<file path="config.mk">
export PLATFORM = sky130hd
export DESIGN_NAME = fc_neuron_16
export DESIGN_NICKNAME = d
export VERILOG_FILES = /design/src/logic/fc_pkg.sv /design/src/logic/fc_neuron_16.sv /design/src/logic/bias_output.sv /design/src/logic/adder_tree.sv /design/src/logic/weight_multiply.sv /design/src/logic/tree_level.sv
export SDC_FILE = /design/constraint.sdc
export NUM_CORES = 2
export LEC_CHECK = 0
export BUFFER_PORTS_ARGS = -buffer_cell sky130_fd_sc_hd__buf_2
export CAP_MARGIN = 20
export CORE_MARGIN = 4
export CORE_UTILIZATION = 50
export DETAILED_ROUTE_END_ITERATION = 12
export PLACE_DENSITY_LB_ADDON = 0.05
export REMOVE_ABC_BUFFERS = 1
export SETUP_SLACK_MARGIN = 0.05
export SYNTH_ARGS = -nofsm -noshare
export SYNTH_HDL_FRONTEND = slang
export SYNTH_HIERARCHICAL = 1
export SYNTH_SLANG_ARGS = --single-unit
</file>
<file path="constraint.sdc">
create_clock -name clk -period 7.08 [get_ports clk]
set_input_delay 0.708 -clock clk [delete_from_list [all_inputs] [get_ports clk]]
set_output_delay 0.708 -clock clk [all_outputs]
set_load 0.01 [all_outputs]
</file>
<file path="src/logic/fc_pkg.sv">
package fc_pkg;

	// neuron geometry
	localparam int N_INPUTS = 16;
	// log2 of N_INPUTS, one pairwise level per bit
	localparam int TREE_LEVELS = 4;

	// fixed-point formats
	// features and output are Q7.8
	localparam int FRAC_BITS_DATA = 8;
	// weights are Q1.14
	localparam int FRAC_BITS_COEF = 14;

	// feature, output and bias value
	typedef logic signed [15:0] data_t;
	// weight
	typedef logic signed [15:0] coef_t;
	// exact feature x weight, 22 fraction bits
	typedef logic signed [31:0] prod_t;

	// each tree level grows one bit so no pair add can overflow
	typedef logic signed [32:0] sum1_t;
	typedef logic signed [33:0] sum2_t;
	typedef logic signed [34:0] sum3_t;
	// full 16-term sum
	typedef logic signed [35:0] acc_t;

	// element 0 is the lowest slice
	typedef data_t [N_INPUTS-1:0] feature_vec_t;
	typedef coef_t [N_INPUTS-1:0] coef_vec_t;

	// multiply stage to adder tree
	typedef struct packed {
		logic valid;
		prod_t [N_INPUTS-1:0] prod;
	} product_bus_t;

	// adder tree to bias stage
	typedef struct packed {
		logic valid;
		acc_t sum;
	} sum_bus_t;

	// trained weights rounded to Q1.14
	// listed from weight 15 down to weight 0
	localparam coef_vec_t DEFAULT_WEIGHTS = '{
		16'sd1024,
		16'sd5965,
		-16'sd4694,
		-16'sd8744,
		16'sd1165,
		-16'sd5718,
		16'sd2704,
		16'sd5514,
		-16'sd2894,
		16'sd3877,
		-16'sd4107,
		-16'sd8317,
		16'sd7672,
		16'sd2434,
		-16'sd8224,
		16'sd1672
	};

	// trained bias, about 0.027, rounded to Q7.8
	localparam data_t DEFAULT_BIAS = 16'sd7;

endpackage
</file>
<file path="src/logic/fc_neuron_16.sv">
`timescale 1ns/100ps

// one output neuron of a 16-input fully connected layer
// multiply 1 cycle, tree 4 cycles, bias 1 cycle
// valid_in at edge k gives valid_out at edge k+6
// a new vector may enter every cycle
module fc_neuron_16 #(
	parameter fc_pkg::coef_vec_t WEIGHTS = fc_pkg::DEFAULT_WEIGHTS,
	parameter fc_pkg::data_t BIAS = fc_pkg::DEFAULT_BIAS
) (
	input logic clk,
	input logic rst,
	input logic valid_in,
	input fc_pkg::feature_vec_t data_in,
	output fc_pkg::data_t data_out,
	output logic valid_out
);
	import fc_pkg::*;

	// multiply stage to tree
	product_bus_t products;
	// tree to bias stage
	sum_bus_t total;

	// weights are fixed at elaboration
	weight_multiply #(
		.WEIGHTS(WEIGHTS)
	) u_multiply (
		.clk(clk),
		.rst(rst),
		.valid_in(valid_in),
		.data_in(data_in),
		.products(products)
	);

	// pipelined pairwise sum
	adder_tree u_tree (
		.clk(clk),
		.rst(rst),
		.products(products),
		.total(total)
	);

	// bias added after the tree
	// same place as the last adder of the float version
	bias_output #(
		.BIAS(BIAS)
	) u_output (
		.clk(clk),
		.rst(rst),
		.total(total),
		.data_out(data_out),
		.valid_out(valid_out)
	);

endmodule

</file>
<file path="src/logic/bias_output.sv">
`timescale 1ns/100ps

// consumer stage
// bias add, round half up, saturate to Q7.8, register
module bias_output #(
	parameter fc_pkg::data_t BIAS = fc_pkg::DEFAULT_BIAS
) (
	input logic clk,
	input logic rst,
	input fc_pkg::sum_bus_t total,
	output fc_pkg::data_t data_out,
	output logic valid_out
);
	import fc_pkg::*;

	// fraction bits carried by the tree sum
	localparam int PROD_FRAC = FRAC_BITS_DATA + FRAC_BITS_COEF;
	// gap between sum and output scaling, 14
	localparam int ALIGN = PROD_FRAC - FRAC_BITS_DATA;
	// output limits held at sum width
	localparam acc_t OUT_MAX = 36'sd32767;
	localparam acc_t OUT_MIN = -36'sd32768;

	acc_t bias_aligned;
	acc_t biased;
	acc_t rounded;
	acc_t shifted;
	data_t result;

	// full sum is below 2^35 even with bias and rounding
	always_comb
	begin
		// bias moved up to 22 fraction bits
		bias_aligned = acc_t'(BIAS) <<< ALIGN;
		biased = total.sum + bias_aligned;
		// half an output lsb, ties go toward +inf
		rounded = biased + (acc_t'(1) <<< (ALIGN - 1));
		// arithmetic shift keeps the sign
		shifted = rounded >>> ALIGN;
		// clamp to the Q7.8 range
		if (shifted > OUT_MAX)
		begin
			result = data_t'(OUT_MAX);
		end
		else if (shifted < OUT_MIN)
		begin
			result = data_t'(OUT_MIN);
		end
		else
		begin
			result = data_t'(shifted);
		end
	end

	// output strobe, one cycle behind the tree
	always_ff @(posedge clk)
	begin
		if (rst)
		begin
			valid_out <= 1'b0;
		end
		else
		begin
			valid_out <= total.valid;
		end
	end

	// result held until the next strobe
	always_ff @(posedge clk)
	begin
		if (total.valid)
		begin
			data_out <= result;
		end
	end

endmodule

</file>
<file path="src/logic/adder_tree.sv">
`timescale 1ns/100ps

// buffer stage
// four pipelined levels reduce 16 products to one sum
// up to four vectors in flight, one per level
module adder_tree (
	input logic clk,
	input logic rst,
	input fc_pkg::product_bus_t products,
	output fc_pkg::sum_bus_t total
);
	import fc_pkg::*;

	// valid entering each level, last one leaves the tree
	logic [TREE_LEVELS:0] level_valid;

	// partial sums between levels
	sum1_t [N_INPUTS/2-1:0] sum1;
	sum2_t [N_INPUTS/4-1:0] sum2;
	sum3_t [N_INPUTS/8-1:0] sum3;
	acc_t [N_INPUTS/16-1:0] sum4;

	assign level_valid[0] = products.valid;

	// 16 products to 8 sums
	tree_level #(
		.operand_t(prod_t),
		.sum_t(sum1_t),
		.N_OPERANDS(N_INPUTS)
	) u_level1 (
		.clk(clk),
		.rst(rst),
		.valid_in(level_valid[0]),
		.operands(products.prod),
		.valid_out(level_valid[1]),
		.sums(sum1)
	);

	// 8 to 4
	tree_level #(
		.operand_t(sum1_t),
		.sum_t(sum2_t),
		.N_OPERANDS(N_INPUTS/2)
	) u_level2 (
		.clk(clk),
		.rst(rst),
		.valid_in(level_valid[1]),
		.operands(sum1),
		.valid_out(level_valid[2]),
		.sums(sum2)
	);

	// 4 to 2
	tree_level #(
		.operand_t(sum2_t),
		.sum_t(sum3_t),
		.N_OPERANDS(N_INPUTS/4)
	) u_level3 (
		.clk(clk),
		.rst(rst),
		.valid_in(level_valid[2]),
		.operands(sum2),
		.valid_out(level_valid[3]),
		.sums(sum3)
	);

	// last pair, full sum still carries 22 fraction bits
	tree_level #(
		.operand_t(sum3_t),
		.sum_t(acc_t),
		.N_OPERANDS(N_INPUTS/8)
	) u_level4 (
		.clk(clk),
		.rst(rst),
		.valid_in(level_valid[3]),
		.operands(sum3),
		.valid_out(level_valid[4]),
		.sums(sum4)
	);

	assign total.valid = level_valid[TREE_LEVELS];
	assign total.sum = sum4[0];

endmodule

</file>
<file path="src/logic/weight_multiply.sv">
`timescale 1ns/100ps

// producer stage
// one fixed weight per feature, all 16 multiplies in parallel
module weight_multiply #(
	parameter fc_pkg::coef_vec_t WEIGHTS = fc_pkg::DEFAULT_WEIGHTS
) (
	input logic clk,
	input logic rst,
	input logic valid_in,
	input fc_pkg::feature_vec_t data_in,
	output fc_pkg::product_bus_t products
);
	import fc_pkg::*;

	// combinational products
	prod_t [N_INPUTS-1:0] prod_d;
	// registered products and their strobe
	prod_t [N_INPUTS-1:0] prod_q;
	logic valid_q;

	// Q7.8 x Q1.14 gives Q9.22, exact in 32 bits
	for (genvar i = 0; i < N_INPUTS; i++)
	begin : g_mul
		// sign extend both operands before the multiply
		assign prod_d[i] = prod_t'($signed(data_in[i])) * prod_t'($signed(WEIGHTS[i]));
	end

	// strobe follows the input by one cycle
	always_ff @(posedge clk)
	begin
		if (rst)
		begin
			valid_q <= 1'b0;
		end
		else
		begin
			valid_q <= valid_in;
		end
	end

	// capture only on a strobe
	// idle cycles keep the old products
	always_ff @(posedge clk)
	begin
		if (valid_in)
		begin
			prod_q <= prod_d;
		end
	end

	// bundle for the adder tree
	assign products.valid = valid_q;
	assign products.prod = prod_q;

endmodule

</file>
<file path="src/logic/tree_level.sv">
`timescale 1ns/100ps

// one registered level of the adder tree
// adds neighbours 2i and 2i+1 into sum i
module tree_level #(
	parameter type operand_t = logic signed [15:0],
	parameter type sum_t = logic signed [16:0],
	parameter int N_OPERANDS = 2
) (
	input logic clk,
	input logic rst,
	input logic valid_in,
	input operand_t [N_OPERANDS-1:0] operands,
	output logic valid_out,
	output sum_t [N_OPERANDS/2-1:0] sums
);
	// half as many results as operands
	localparam int N_SUMS = N_OPERANDS / 2;

	sum_t [N_SUMS-1:0] pair_sum;

	// sum_t is wider than operand_t
	// so sign extend first, the add cannot overflow
	always_comb
	begin
		for (int i = 0; i < N_SUMS; i++)
		begin
			pair_sum[i] = sum_t'($signed(operands[2*i])) + sum_t'($signed(operands[2*i+1]));
		end
	end

	// valid moves one stage per clock
	always_ff @(posedge clk)
	begin
		if (rst)
		begin
			valid_out <= 1'b0;
		end
		else
		begin
			valid_out <= valid_in;
		end
	end

	// sums only load with their strobe
	always_ff @(posedge clk)
	begin
		if (valid_in)
		begin
			sums <= pair_sum;
		end
	end

endmodule

</file>
==> flow_summary_export.csv <==
group,metric,value,unit
layout,drive_above_1_share,5.26,%
cts,worstSkewPairLatency,0.75,ns
worst_setup_path,cp_max_fo,4,
sta,fmax,0.169,GHz
sta,setup_viol,0,
grt,antenna_found_initial,26,
worst_setup_path,worstSetupStartpointType,"input port",
cts,post_cts_buffers,0,
worst_setup_path,cp_data_required_time,7.55,ns
sta,period_share,83.5,%
yosys,yosysWarnings,6,
floorplan,rows,175,
yosys,synth.avg_cell_area,10.3,um2
yosys,netlist_instances,11129,
cts,cts_made_buffers,112,
worst_setup_path,arrival,6.38,ns
grt,grt_pass1_vias,81073,
cts,postCtsHoldBufs,0,
cts,cts_resized,0,
worst_setup_path,worstSetupPathType,"input port to flop",
grt,grt.overflow.total,0,
sta,rsz0062_at_grt,"false",
sta,finClkSkew,0.0342,ns
grt,grt_pass1_wl,438,mm
floorplan,core_region_area,0.227,mm2
floorplan,die_area,0.237,mm2
drt,viasPerCell,5.43,
place,gp_congestion,0.890,
job,maxCapViolations,0,
sta,slew_viol_final,0,
cts,htreeDepth,3,
sta,hold_violations,0,
worst_setup_path,cp-end-kind,"flop",
sta,min_period,5.91,ns
drt,wire_per_inst,18.7,um
sta,tns,0,ns
sta,worst_pin_slew,1.15,ns
cts,clock-sinks,953,
drt,drtIter0Drc,4079,
drt,drc,0,
drt,wl,271,mm
floorplan,dieWidth,487,um
drt,num_vias,78571,
cts,cts_root_buffer,"clkbuf_16",
place,port_buffers,275,
yosys,synth_area,0.114,mm2
place,place_hpwl,228,mm
grt,grt_max_degree,150,
layout,area_growth,7.05,%
cts,cts.clk_slew.worst_paths,0.06,ns
cts,cts_tree,"built",
drt,antenna_left,0,
worst_hold_path,min_path_type,"input port to flop",
floorplan,initial_core_util,50.3,%
floorplan,die_height,487,um
grt,grt_util_all_layers,23.1,%
layout,nNetsFinal,14626,
sta,slew-limit-headroom,22.2,%
status,status,"complete, no violations",
drt,dr.pass1.iters,6,
floorplan,pin_count,276,
cts,cts_buffer_depth,3,
## per-layer routing
metal / part of all wire (%) / GRT usage, % / wire length [um]
met1: 47 / 32.2 / 127000
met2: 48 / 39.4 / 130000
met3: 3.2 / 1.85 / 8700
met4: 2.2 / 4.98 / 5840
met5: 0 / 0 / 0
## path summary, 6_finish.rpt
| kind | from | to | slack (ns) | depth (start not counted) |
|---|---|---|---|---|
| setup reg to reg | u_tree/u_level1/sums[199] | u_tree/u_level2/sums[132] | 3.23 | 12 |
| hold / removal | data_in[244] | u_multiply/products[494] | 0.16 | 1 |
| hold reg to reg | u_tree/u_level2/valid_out | u_tree/u_level3/valid_out | 0.46 | 1 |
| setup / recovery | data_in[69] | u_multiply/products[155] | 1.17 | 21 |
## flip-flops by register name (all words and copies together), names as in the netlist
register and cells:
u_tree/u_level4/valid_out 1, u_tree/u_level1/valid_out 1, u_tree/u_level2/valid_out 1, u_output/data_out 16
u_tree/u_level3/sums 70, u_multiply/products 438, u_tree/u_level3/valid_out 1, u_tree/u_level1/sums 264
u_tree/u_level2/sums 136, u_output/valid_out 1, u_tree/u_level4/sums 23, u_multiply/valid_q 1
## critical path, cell delays in order
cell and delay [ns]:
buf_2 0.12, inv_1 0.11, fa_1 0.50, fa_1 0.53
inv_1 0.06, fa_1 0.56, fa_1 0.44, fa_1 0.50
inv_1 0.05, fa_1 0.48, inv_1 0.04, ha_1 0.21
a21o_1 0.21, a2111oi_0 0.47, o21ai_1 0.15, o21a_1 0.17
a41o_1 0.26, o211ai_1 0.23, o22ai_1 0.15, o41ai_1 0.34
xnor2_1 0.11
## stage by stage
| step | hold slack [ns] | cells | setup slack (ns) | instance area, um2 | utilization (%) |
|---|---|---|---|---|---|
| finish | 0.155 | 14479 | 1.17 | 123000 | 53.9 |
| global route | 0.105 | 14477 | 1.01 | 123000 | 53.9 |
| CTS | 0.0751 | 14474 | 1.33 | 123000 | 53.9 |
| detailed placement | 0.450 | 14264 | 0.520 | 119000 | 52.2 |
| global placement | 0.442 | 14264 | 0.580 | 119000 | 52.2 |
| floorplan | 0.513 | 10965 | 0.358 | 114000 | - |
## cell type report
type / count / area (um2)
repair buffers: 290 / 1540
diodes: 5 / 12.5
well taps: 3009 / 3760
clock inverters: 87 / 846
fillers: 20371 / 105000
multi-input cells: 7952 / 77300
flip-flops and latches: 953 / 28600
clock buffers: 123 / 2840
inverters: 2060 / 7730
## placed cells by master (no fill, tap or decap), types with 33 or more instances in the layout
cell type	count
a31oi_1	96
o21ai_0	356
o21ai_1	53
nand3_1	165
edfxtp_1	947
and2_1	45
nand2_1	429
and3_1	87
a21oi_1	711
nor2b_1	112
o211ai_1	57
nand2b_1	86
ha_1	1903
o21bai_1	107
or2_2	36
a21o_1	356
or3_1	34
o31ai_1	40
nor3_1	106
buf_2	274
clkbuf_16	112
xnor2_1	553
conb_1	33
fa_1	1095
xor2_1	276
a211oi_1	78
o21a_1	106
nand4_1	80
inv_1	2060
nor2_1	439
Power is left out: the tool's default activity adds up to more than one toggle a clock period on the data nets, which glitch-free logic cannot reach.
